[config.mk]
export PLATFORM = sky130hd
export DESIGN_NAME = sram_axi_bridge
export DESIGN_NICKNAME = d
export VERILOG_FILES = /design/src/hdl/bridge_pkg.sv /design/src/hdl/read_channel.sv /design/src/hdl/write_channel.sv /design/src/hdl/sram_port_mux.sv /design/src/hdl/sram_axi_bridge.sv
export SDC_FILE = /design/constraint.sdc
export NUM_CORES = 1
export LEC_CHECK = 0
export BUFFER_PORTS_ARGS = -buffer_cell sky130_fd_sc_hd__buf_2
export CORE_AREA = 5 5 144 146
export DETAILED_ROUTE_END_ITERATION = 10
export DIE_AREA = 0 0 149 151
export GPL_ROUTABILITY_DRIVEN = 1
export HOLD_SLACK_MARGIN = 0.08
export PLACE_DENSITY = 0.55
export SETUP_SLACK_MARGIN = 0.02
export SLEW_MARGIN = 20
export SYNTH_ARGS = -nofsm -noshare
export SYNTH_HDL_FRONTEND = slang
export SYNTH_SLANG_ARGS = --single-unit
[constraint.sdc]
create_clock -name clk -period 9.37 [get_ports clk]
set_input_delay 0.937 -clock clk [delete_from_list [all_inputs] [get_ports clk]]
set_output_delay 0.937 -clock clk [all_outputs]
set_load 0.05 [all_outputs]
[src/hdl/bridge_pkg.sv]
package bridge_pkg;

    typedef logic [31:0] addr_t;
    typedef logic [31:0] data_t;
    typedef logic [3:0]  strb_t;
    typedef logic [1:0]  sram_size_t;   // log2 of byte count
    typedef logic [2:0]  axi_size_t;
    typedef logic [3:0]  axi_id_t;
    typedef logic [1:0]  resp_t;

    // read ids, one per cpu port
    localparam axi_id_t ID_INST = 4'd0;
    localparam axi_id_t ID_DATA = 4'd1;

    typedef struct packed {
        logic       wr;
        sram_size_t size;
        addr_t      addr;
        strb_t      wstrb;
        data_t      wdata;
    } sram_req_t;

    typedef struct packed {
        axi_id_t   id;
        addr_t     addr;
        axi_size_t size;
    } ar_t;

    typedef struct packed {
        addr_t     addr;
        axi_size_t size;
    } aw_t;

    typedef struct packed {
        data_t data;
        strb_t strb;
    } w_t;

    typedef struct packed {
        axi_id_t id;
        data_t   data;
        resp_t   resp;
    } r_t;

    typedef struct packed {
        axi_id_t   id;
        addr_t     addr;
        axi_size_t size;
    } rd_cmd_t;

    typedef struct packed {
        addr_t     addr;
        axi_size_t size;
        data_t     data;
        strb_t     strb;
    } wr_cmd_t;

    typedef enum logic [1:0] {
        RD_IDLE,
        RD_ADDR,
        RD_DATA
    } rd_state_e;

    typedef enum logic [2:0] {
        WR_IDLE,
        WR_BOTH,      // aw and w both pending
        WR_W_ONLY,    // aw done, w pending
        WR_AW_ONLY,   // w done, aw pending
        WR_RESP
    } wr_state_e;

endpackage

[src/hdl/read_channel.sv]
`timescale 1ns/10ps

module read_channel (
    input  logic                clk,
    input  logic                reset,
    input  logic                rd_valid,
    input  bridge_pkg::rd_cmd_t rd_cmd,
    output logic                rd_ready,
    output bridge_pkg::ar_t     ar,
    output logic                arvalid,
    input  logic                arready,
    input  bridge_pkg::r_t      r,
    input  logic                rvalid,
    output logic                rready,
    output logic                rd_done,
    output bridge_pkg::axi_id_t rd_id,
    output bridge_pkg::data_t   rd_data
);

    bridge_pkg::rd_state_e state;
    bridge_pkg::rd_state_e state_next;

    logic accept;
    logic ar_hs;
    logic r_hs;

    assign accept = rd_valid && rd_ready;
    assign ar_hs  = arvalid && arready;
    assign r_hs   = rvalid && rready;

    // handshake outputs come straight from the state register
    assign rd_ready = (state == bridge_pkg::RD_IDLE);
    assign arvalid  = (state == bridge_pkg::RD_ADDR);
    assign rready   = (state == bridge_pkg::RD_DATA);

    always_comb begin
        state_next = state;
        case (state)
            bridge_pkg::RD_IDLE: begin
                if (rd_valid) begin
                    state_next = bridge_pkg::RD_ADDR;
                end
            end
            bridge_pkg::RD_ADDR: begin
                if (ar_hs) begin
                    state_next = bridge_pkg::RD_DATA;
                end
            end
            bridge_pkg::RD_DATA: begin
                if (r_hs) begin
                    state_next = bridge_pkg::RD_IDLE;
                end
            end
            default: begin
                state_next = bridge_pkg::RD_IDLE;
            end
        endcase
    end

    always_ff @(posedge clk) begin
        if (reset) begin
            state <= bridge_pkg::RD_IDLE;
        end else begin
            state <= state_next;
        end
    end

    // ar payload latched once, stays put until arready
    always_ff @(posedge clk) begin
        if (accept) begin
            ar.id   <= rd_cmd.id;
            ar.addr <= rd_cmd.addr;
            ar.size <= rd_cmd.size;
        end
    end

    always_ff @(posedge clk) begin
        if (reset) begin
            rd_done <= 1'b0;
        end else begin
            rd_done <= r_hs;    // one cycle after the r beat
        end
    end

    always_ff @(posedge clk) begin
        if (r_hs) begin
            rd_id   <= r.id;
            rd_data <= r.data;
        end
    end

    // address channel must not change under back-pressure
    ar_stable_a: assert property (
        @(posedge clk) disable iff (reset)
        arvalid && !arready |=> arvalid && $stable(ar)
    );

endmodule

[src/hdl/write_channel.sv]
`timescale 1ns/10ps

module write_channel (
    input  logic                clk,
    input  logic                reset,
    input  logic                wr_valid,
    input  bridge_pkg::wr_cmd_t wr_cmd,
    output logic                wr_ready,
    output bridge_pkg::aw_t     aw,
    output logic                awvalid,
    input  logic                awready,
    output bridge_pkg::w_t      w,
    output logic                wvalid,
    input  logic                wready,
    input  logic                bvalid,
    input  bridge_pkg::resp_t   bresp,
    output logic                bready,
    output logic                wr_done
);

    bridge_pkg::wr_state_e state;
    bridge_pkg::wr_state_e state_next;

    logic accept;
    logic aw_hs;
    logic w_hs;
    logic b_hs;

    assign accept = wr_valid && wr_ready;
    assign aw_hs  = awvalid && awready;
    assign w_hs   = wvalid && wready;
    assign b_hs   = bvalid && bready;

    assign wr_ready = (state == bridge_pkg::WR_IDLE);
    assign awvalid  = (state == bridge_pkg::WR_BOTH) || (state == bridge_pkg::WR_AW_ONLY);
    assign wvalid   = (state == bridge_pkg::WR_BOTH) || (state == bridge_pkg::WR_W_ONLY);
    assign bready   = (state == bridge_pkg::WR_RESP);

    // aw and w finish in any order, or together
    always_comb begin
        state_next = state;
        case (state)
            bridge_pkg::WR_IDLE: begin
                if (wr_valid) begin
                    state_next = bridge_pkg::WR_BOTH;
                end
            end
            bridge_pkg::WR_BOTH: begin
                if (aw_hs && w_hs) begin
                    state_next = bridge_pkg::WR_RESP;
                end else if (aw_hs) begin
                    state_next = bridge_pkg::WR_W_ONLY;
                end else if (w_hs) begin
                    state_next = bridge_pkg::WR_AW_ONLY;
                end
            end
            bridge_pkg::WR_W_ONLY: begin
                if (w_hs) begin
                    state_next = bridge_pkg::WR_RESP;
                end
            end
            bridge_pkg::WR_AW_ONLY: begin
                if (aw_hs) begin
                    state_next = bridge_pkg::WR_RESP;
                end
            end
            bridge_pkg::WR_RESP: begin
                if (b_hs) begin
                    state_next = bridge_pkg::WR_IDLE;
                end
            end
            default: begin
                state_next = bridge_pkg::WR_IDLE;
            end
        endcase
    end

    always_ff @(posedge clk) begin
        if (reset) begin
            state <= bridge_pkg::WR_IDLE;
        end else begin
            state <= state_next;
        end
    end

    always_ff @(posedge clk) begin
        if (accept) begin
            aw.addr <= wr_cmd.addr;
            aw.size <= wr_cmd.size;
            w.data  <= wr_cmd.data;
            w.strb  <= wr_cmd.strb;
        end
    end

    always_ff @(posedge clk) begin
        if (reset) begin
            wr_done <= 1'b0;
        end else begin
            wr_done <= b_hs;
        end
    end

    aw_hold_a: assert property (
        @(posedge clk) disable iff (reset)
        awvalid && !awready |=> awvalid
    );

    w_hold_a: assert property (
        @(posedge clk) disable iff (reset)
        wvalid && !wready |=> wvalid
    );

    // response wait starts right after the last handshake, nothing left pending
    bready_order_a: assert property (
        @(posedge clk) disable iff (reset)
        $rose(bready) |-> $past((aw_hs || w_hs) && (awready || !awvalid) && (wready || !wvalid))
    );

    // slave memory never signals an error
    bresp_okay_a: assert property (
        @(posedge clk) disable iff (reset)
        b_hs |-> bresp == 2'b00
    );

endmodule

[src/hdl/sram_port_mux.sv]
`timescale 1ns/10ps

module sram_port_mux (
    input  logic                  clk,
    input  logic                  reset,
    input  logic                  inst_req,
    input  logic                  data_req,
    input  bridge_pkg::sram_req_t inst_sram,
    input  bridge_pkg::sram_req_t data_sram,
    output logic                  inst_addr_ok,
    output logic                  inst_data_ok,
    output logic                  data_addr_ok,
    output logic                  data_data_ok,
    output bridge_pkg::data_t     inst_rdata,
    output bridge_pkg::data_t     data_rdata,
    output logic                  rd_valid,
    output bridge_pkg::rd_cmd_t   rd_cmd,
    input  logic                  rd_ready,
    output logic                  wr_valid,
    output bridge_pkg::wr_cmd_t   wr_cmd,
    input  logic                  wr_ready,
    input  logic                  rd_done,
    input  bridge_pkg::axi_id_t   rd_id,
    input  bridge_pkg::data_t     rd_data,
    input  logic                  wr_done
);

    logic inst_busy;
    logic data_busy;
    logic inst_rd_done;
    logic data_rd_done;
    logic data_done;
    logic inst_free;
    logic data_free;
    logic inst_want;
    logic data_rd_want;
    logic inst_go;
    logic data_rd_go;
    logic data_wr_go;

    assign inst_rd_done = rd_done && (rd_id == bridge_pkg::ID_INST);
    assign data_rd_done = rd_done && (rd_id == bridge_pkg::ID_DATA);
    assign data_done    = data_rd_done || wr_done;

    // a port frees up in the cycle its completion is reported
    assign inst_free = !inst_busy || inst_rd_done;
    assign data_free = !data_busy || data_done;

    assign inst_want    = inst_req && inst_free;
    assign data_rd_want = data_req && !data_sram.wr && data_free;
    assign wr_valid     = data_req && data_sram.wr && data_free;

    assign data_rd_go = data_rd_want && rd_ready;
    assign inst_go    = inst_want && rd_ready && !data_rd_want;    // data read wins
    assign data_wr_go = wr_valid && wr_ready;

    assign rd_valid = data_rd_want || inst_want;

    always_comb begin
        if (data_rd_want) begin
            rd_cmd.id   = bridge_pkg::ID_DATA;
            rd_cmd.addr = data_sram.addr;
            rd_cmd.size = {1'b0, data_sram.size};
        end else begin
            rd_cmd.id   = bridge_pkg::ID_INST;
            rd_cmd.addr = inst_sram.addr;
            rd_cmd.size = {1'b0, inst_sram.size};
        end
    end

    assign wr_cmd.addr = data_sram.addr;
    assign wr_cmd.size = {1'b0, data_sram.size};
    assign wr_cmd.data = data_sram.wdata;
    assign wr_cmd.strb = data_sram.wstrb;

    assign inst_addr_ok = inst_go;
    assign data_addr_ok = data_rd_go || data_wr_go;

    assign inst_data_ok = inst_rd_done;
    assign data_data_ok = data_done;     // read or write, only one can be in flight
    assign inst_rdata   = rd_data;       // qualified by the id-selected data_ok
    assign data_rdata   = rd_data;

    always_ff @(posedge clk) begin
        if (reset) begin
            inst_busy <= 1'b0;
        end else if (inst_go) begin
            inst_busy <= 1'b1;
        end else if (inst_rd_done) begin
            inst_busy <= 1'b0;
        end
    end

    always_ff @(posedge clk) begin
        if (reset) begin
            data_busy <= 1'b0;
        end else if (data_rd_go || data_wr_go) begin
            data_busy <= 1'b1;
        end else if (data_done) begin
            data_busy <= 1'b0;
        end
    end

    // one data transaction at a time, so the two channels never finish together
    data_done_excl_a: assert property (
        @(posedge clk) disable iff (reset)
        !(data_rd_done && wr_done)
    );

endmodule

[src/hdl/sram_axi_bridge.sv]
`timescale 1ns/10ps

module sram_axi_bridge (
    input  logic                  clk,
    input  logic                  reset,

    // cpu side
    input  logic                  inst_req,
    input  logic                  data_req,
    input  bridge_pkg::sram_req_t inst_sram,
    input  bridge_pkg::sram_req_t data_sram,
    output logic                  inst_addr_ok,
    output logic                  inst_data_ok,
    output logic                  data_addr_ok,
    output logic                  data_data_ok,
    output bridge_pkg::data_t     inst_rdata,
    output bridge_pkg::data_t     data_rdata,

    // axi read
    output bridge_pkg::ar_t       ar,
    output logic                  arvalid,
    input  logic                  arready,
    input  bridge_pkg::r_t        r,
    input  logic                  rvalid,
    output logic                  rready,

    // axi write
    output bridge_pkg::aw_t       aw,
    output logic                  awvalid,
    input  logic                  awready,
    output bridge_pkg::w_t        w,
    output logic                  wvalid,
    input  logic                  wready,
    input  logic                  bvalid,
    input  bridge_pkg::resp_t     bresp,
    output logic                  bready
);

    logic                rd_valid;
    logic                rd_ready;
    bridge_pkg::rd_cmd_t rd_cmd;
    logic                rd_done;
    bridge_pkg::axi_id_t rd_id;
    bridge_pkg::data_t   rd_data;

    logic                wr_valid;
    logic                wr_ready;
    bridge_pkg::wr_cmd_t wr_cmd;
    logic                wr_done;

    sram_port_mux mux0 (
        .clk          (clk),
        .reset        (reset),
        .inst_req     (inst_req),
        .data_req     (data_req),
        .inst_sram    (inst_sram),
        .data_sram    (data_sram),
        .inst_addr_ok (inst_addr_ok),
        .inst_data_ok (inst_data_ok),
        .data_addr_ok (data_addr_ok),
        .data_data_ok (data_data_ok),
        .inst_rdata   (inst_rdata),
        .data_rdata   (data_rdata),
        .rd_valid     (rd_valid),
        .rd_cmd       (rd_cmd),
        .rd_ready     (rd_ready),
        .wr_valid     (wr_valid),
        .wr_cmd       (wr_cmd),
        .wr_ready     (wr_ready),
        .rd_done      (rd_done),
        .rd_id        (rd_id),
        .rd_data      (rd_data),
        .wr_done      (wr_done)
    );

    read_channel rd0 (
        .clk      (clk),
        .reset    (reset),
        .rd_valid (rd_valid),
        .rd_cmd   (rd_cmd),
        .rd_ready (rd_ready),
        .ar       (ar),
        .arvalid  (arvalid),
        .arready  (arready),
        .r        (r),
        .rvalid   (rvalid),
        .rready   (rready),
        .rd_done  (rd_done),
        .rd_id    (rd_id),
        .rd_data  (rd_data)
    );

    write_channel wr0 (
        .clk      (clk),
        .reset    (reset),
        .wr_valid (wr_valid),
        .wr_cmd   (wr_cmd),
        .wr_ready (wr_ready),
        .aw       (aw),
        .awvalid  (awvalid),
        .awready  (awready),
        .w        (w),
        .wvalid   (wvalid),
        .wready   (wready),
        .bvalid   (bvalid),
        .bresp    (bresp),
        .bready   (bready),
        .wr_done  (wr_done)
    );

endmodule

* Word-level counts from Yosys, hierarchy flattened
Index checks and enable logic that the tools add are counted.
** Word-level totals
- Output and inout bits :: 183
- Word-level logic and storage cells :: 83
- Input port bits :: 191
- Register bits after elaboration :: 154
** Operators by class
- Muxes and demuxes :: 17
- Eq/ne operators :: 15
- Reductions and logical operators :: 36
** Operators by type and width (number)
- 36-bit two-way mux :: 1
- 3-bit two-way mux :: 7
- 1-bit logical AND :: 18
- 3-bit one-hot mux with 5 select lines :: 1
- 2-bit by 1-bit != test with 1-bit output (second input constant) :: 4
- 1-bit logical OR :: 7
- 3-bit by 2-bit == test with 1-bit output (second input constant) :: 2
- 2-bit two-way mux :: 3
- 2-bit != test (second input constant) :: 3
- 2-bit one-hot mux with 3 select lines :: 1
- 5-bit AND reduction :: 1
- 4-bit by 1-bit == test with 1-bit output (second input constant) :: 1
- 1-bit zero test :: 4
- 4-bit zero test :: 1
- 1-bit two-way mux :: 4
- 4-bit by 2-bit != test with 1-bit output (second input constant) :: 1
- 2-bit nonzero test :: 2
- 3-bit by 1-bit == test with 1-bit output (second input constant) :: 1
- 3-bit == test (second input constant) :: 1
- 3-bit zero test :: 1
- 3-bit AND reduction :: 1
- 2-bit by 1-bit == test with 1-bit output (second input constant) :: 1
- 2-bit == test (second input constant) :: 1
- 2-bit zero test :: 1

* Longest topological paths before layout
- Word-level depth :: 8
- Depth in mapped cells :: 5
- Depth with buffers taken out :: 4

* Cells and area by module
From an unflattened synthesis, not the netlist that was laid out.
** Unflattened totals
- Cell total of the unflattened synthesis :: 402
- Area, all modules :: 6545.0 um2
** Modules (own cells, without submodules)
- write_channel :: area each 2491.1 um2, instances 1, cells each 110, seq. area each 2212.1 um2
- read_channel :: area each 2382.3 um2, instances 1, cells each 89, seq. area each 2312.2 um2
- sram_port_mux :: area each 1671.6 um2, instances 1, cells each 203, seq. area each 40.0 um2

* Worst setup path after synthesis
OpenSTA, ideal clock, no wires.
- Path type :: input -> register
- From :: input port data_req
- To :: register, netlist name wr0.aw[0]
- Required time :: 8.785 ns
- Stages on the path :: 3
- Arrival time :: 5.943 ns
- Slack :: 2.842 ns
- Library setup time :: 0.585 ns
- Path buffers :: 0
- Cell sequence :: and2_1 a22oi_4 nor3_1
** Between the ends
- Word-level cells in the longest chain between the ends :: 3
** RTL lines
- from (decl) :: line sram_axi_bridge.sv:9 : input logic data_req,
- 1-bit logical AND (2 in a row) :: line sram_port_mux.sv:51 : assign wr_valid = data_req && data_sram.wr && data_free;
- 1-bit logical AND
- named net mux0.data_wr_go :: line sram_port_mux.sv:39 : logic data_wr_go;
The timed path passes the listed nets, and every way through them passes these cells.
A chain may end at the register's enable or synchronous reset.

* Worst setup path after layout
- From :: register rd0.rd_id[1]
- To :: output port inst_addr_ok
** Between the ends
- Word-level cells in the longest chain between the ends :: 7
- Elaborated cells between the ends (all ways) :: 12
- Those cells by class :: 1 x eq/ne; 11 x reduce/logical
** RTL lines
- from (decl) :: line read_channel.sv:16 : output bridge_pkg::axi_id_t rd_id,
- from (signal assigned) :: line read_channel.sv:87 : rd_id <= r.id;
- 4-bit by 1-bit == test with 1-bit output :: line sram_port_mux.sv:42 : assign data_rd_done = rd_done && (rd_id == bridge_pkg::ID_DATA);
- 1-bit logical AND :: line sram_port_mux.sv:42
- 1-bit logical OR :: line sram_port_mux.sv:43 : assign data_done = data_rd_done || wr_done;
- 1-bit logical OR :: line sram_port_mux.sv:47 : assign data_free = !data_busy || data_done;
- 1-bit logical AND :: line sram_port_mux.sv:50 : assign data_rd_want = data_req && !data_sram.wr && data_free;
- 1-bit zero test :: line sram_port_mux.sv:54 : assign inst_go = inst_want && rd_ready && !data_rd_want;
- 1-bit logical AND (*) :: line sram_port_mux.sv:54
- to (decl) :: line sram_axi_bridge.sv:12 : output logic inst_addr_ok,
Mark *: on every way between the ends. The rest lies on a longest branch, timed or not.

==> results_dict.tcl <==
set metrics [dict create \
    final_cells 869 \
    clockBufferDepth 2 \
    grt_start_max_net_pins 40 \
    overflow 0 \
    final_net_count 782 \
    setup_tns_ps 0 \
    arrival_ps 2450 \
    drc_errors 0 \
    critPathLaunchType "flip-flop" \
    rsz0062_at_grt "false" \
    grt_first_pass_wirelength_um 22100 \
    num_io_pins 374 \
    whs_path_depth 2 \
    dr_total_vias 3592 \
    synth_edf_count 141 \
    fin_skew_ps 9.11 \
    ys_ff_latch 150 \
    hold_buffers 0 \
    start_util_pct 29.0 \
    clkLatencyLatePin_ps 410 \
    drt-vias-per-instance 4.13 \
    gp_congestion 0.762 \
    antenna_cells 0 \
    drv_slew 0 \
    hold_start "mux0.data_busy" \
    async_flop_share_pct 0 \
    yosysUniqueCellTypes 33 \
    core_mm2 0.0193 \
    ctsHtreeMaxLevel 4 \
    synth_top_cell_by_area "edfxtp_1" \
    cts_root_buf "clkbuf_16" \
    ant_nets 0 \
    required_ps 8430 \
    die-width_um 149 \
    reg2reg_slack_ps 6970 \
    drt_iter0_drc 137 \
    tightest_slew_ps 987 \
    clk_pin_slew_ps 70 \
    nFillCells 1832 \
    finalCriticalPeriod_ps 3390 \
    port_buffers 327 \
    maxCapViolCount 0 \
    wl_per_cell_um 17.9 \
    post-place-cells 837 \
    r2r-end "rd0.ar[22]" \
    grt_pass1_vias 3765 \
    r2r_cells 4 \
    max-vdd-ir-drop_mv 0.108 \
    cts_setup_buffers 0 \
    worstSetupEndpointType "primary output" \
    die_h_um 151 \
    synth_area_leaders "edfxtp_1 (76%), mux2_4 (7.2%), buf_4 (5.0%), dfxtp_1 (3.2%), mux2_2 (1.6%)" \
    cts_buffers 17 \
    r2r-start "rd0.rd_id[1]" \
    drive_gt1_share_pct 66.6 \
    postSynthAreaPerCell_um2 19.9 \
    synth_warnings 0 \
    totalWireLength_um 15600 \
    status "finished clean" \
    finalHoldViolCount 0 \
    antenna_found_initial 2 \
    synth_ff_type "edfxtp_1" \
    fmax_mhz 295 \
    synth_cells 281 \
    dr.pass1.iters 4 \
    cts_tree "built" \
    cts.sinks 150 \
    finalSetupViolCount 0 \
    max_slew_margin_pct 34.0 \
    grtUsageTotal_pct 13.1 \
    dieArea_mm2 0.0225 \
    place_hpwl_um 12100 \
    synthToLayoutAreaGrowth_pct 39.8 \
    rows 51 \
    hold_class "flip-flop to flip-flop" \
    post_cts_resized 0 \
    hold_end "mux0.data_busy" \
    critPathKind "flip-flop to primary output" \
    seq_area_frac_synth_pct 78.9 \
    power_density_mw_per_mm2 219 \
    synth_top_area_share_pct 75.7 \
    leakage_nw 3.36 \
    cp_max_fo 37 \
    post-route-period-util_pct 36.2 \
    synth_area_mm2 0.00559 \
]
-- routing by layer --
| metal | track usage [%] | vias to the layer above | part of all wire (%) |
|---|---|---|---|
| li1 | - | 1648 | - |
| met1 | 14.3 | 1735 | 36 |
| met2 | 23.6 | 185 | 53 |
| met3 | 4.19 | 20 | 8.7 |
| met4 | 5.54 | 4 | 1.7 |
| met5 | 0 | - | 0.16 |
-- metrics by stage --
stage	cell area, um^2	total power [mW]	util, %	hold WS, ps	setup WS [ps]
CTS	7820	1.74	40.6	486	5880
global placement	7270	1.09	37.7	469	6030
detailed placement	7270	1.10	37.7	476	5990
finish	7820	1.71	40.6	482	5980
global route	7820	1.78	40.6	500	5780
floorplan	5610	1.01	-	446	2840
-- cell families after synthesis --
logic type      Yosys count  share of synthesized area (%)
compound gates           13                           1.88
mux                      36                           9.04
xor+xnor                  1                          0.157
other cells               1                         0.0670
buf+inv                  47                           6.24
flops                   150                           78.9
simple gates             33                           3.71
-- critical path, cell delays in order (launching register included) --
cell and delay, ps:
edfxtp_1 410, nor4b_4 430, a22oi_4 140, nor2_8 690, nor2_1 110, buf_2 250
-- flip-flops by register name, summed over array words and instances, names as in the netlist, 2 cells and up --
name and cells:
rd0.rd_data 32, wr0.state 3, wr0.aw 34, rd0.ar 35
rd0.state 2, rd0.rd_id 4, wr0.w 36
-- area by class of cell --
cell class | instances | area, um^2 | share of cell area (%)
sequential | 150 | 4410 | 56.4
timing repair buffer | 330 | 1660 | 21.2
multi-input combinational | 88 | 853 | 10.9
clock buffer | 18 | 429 | 5.49
tap | 265 | 332 | 4.24
clock inverter | 14 | 119 | 1.52
inverter | 4 | 15.0 | 0.192
-- Yosys cell counts, types with 2 or more instances --
cell type,count
nor2_1,7
inv_1,4
mux2_4,27
o22a_1,2
clkbuf_1,2
buf_4,37
dfxtp_1,9
a21oi_1,4
nand2_1,6
nand2b_1,3
buf_8,3
mux2_2,8
and2_1,2
nor3_1,4
edfxtp_1,141
nor2b_1,5
-- worst max-delay path by stage --
stage / from / endpoint / slack [ps] / depth (start not counted)
6_report: rd0.rd_id[1] / inst_addr_ok / 5980 / 5
5_1_grt: rd0.rd_id[1] / inst_addr_ok / 5780 / 5
4_1_cts: rd0.rd_id[1] / inst_addr_ok / 5880 / 5
3_5_place_dp: data_req / inst_addr_ok / 5990 / 6
3_3_place_gp: data_req / inst_addr_ok / 6030 / 6
2_1_floorplan: data_req / wr0.aw[0] / 2840 / 3
-- cells in the final DEF (no fill, tap or decap), types with 4 or more instances in the layout --
master	count
conb_1	5
clkinvlp_4	6
dfxtp_1	9
clkbuf_16	17
nor2_1	7
buf_2	327
inv_1	4
nor2b_1	5
edfxtp_1	141
nand2_1	5
mux2_2	8
a21oi_1	4
mux2_4	27
-- where the power goes --
part	internal, mW	switching (mW)	total [mW]
Clock	0.346	0.283	0.629
Combinational	0.0723	0.212	0.284
Sequential	0.784	0.0116	0.796
Note: power is estimated with default switching activity, not from simulation.
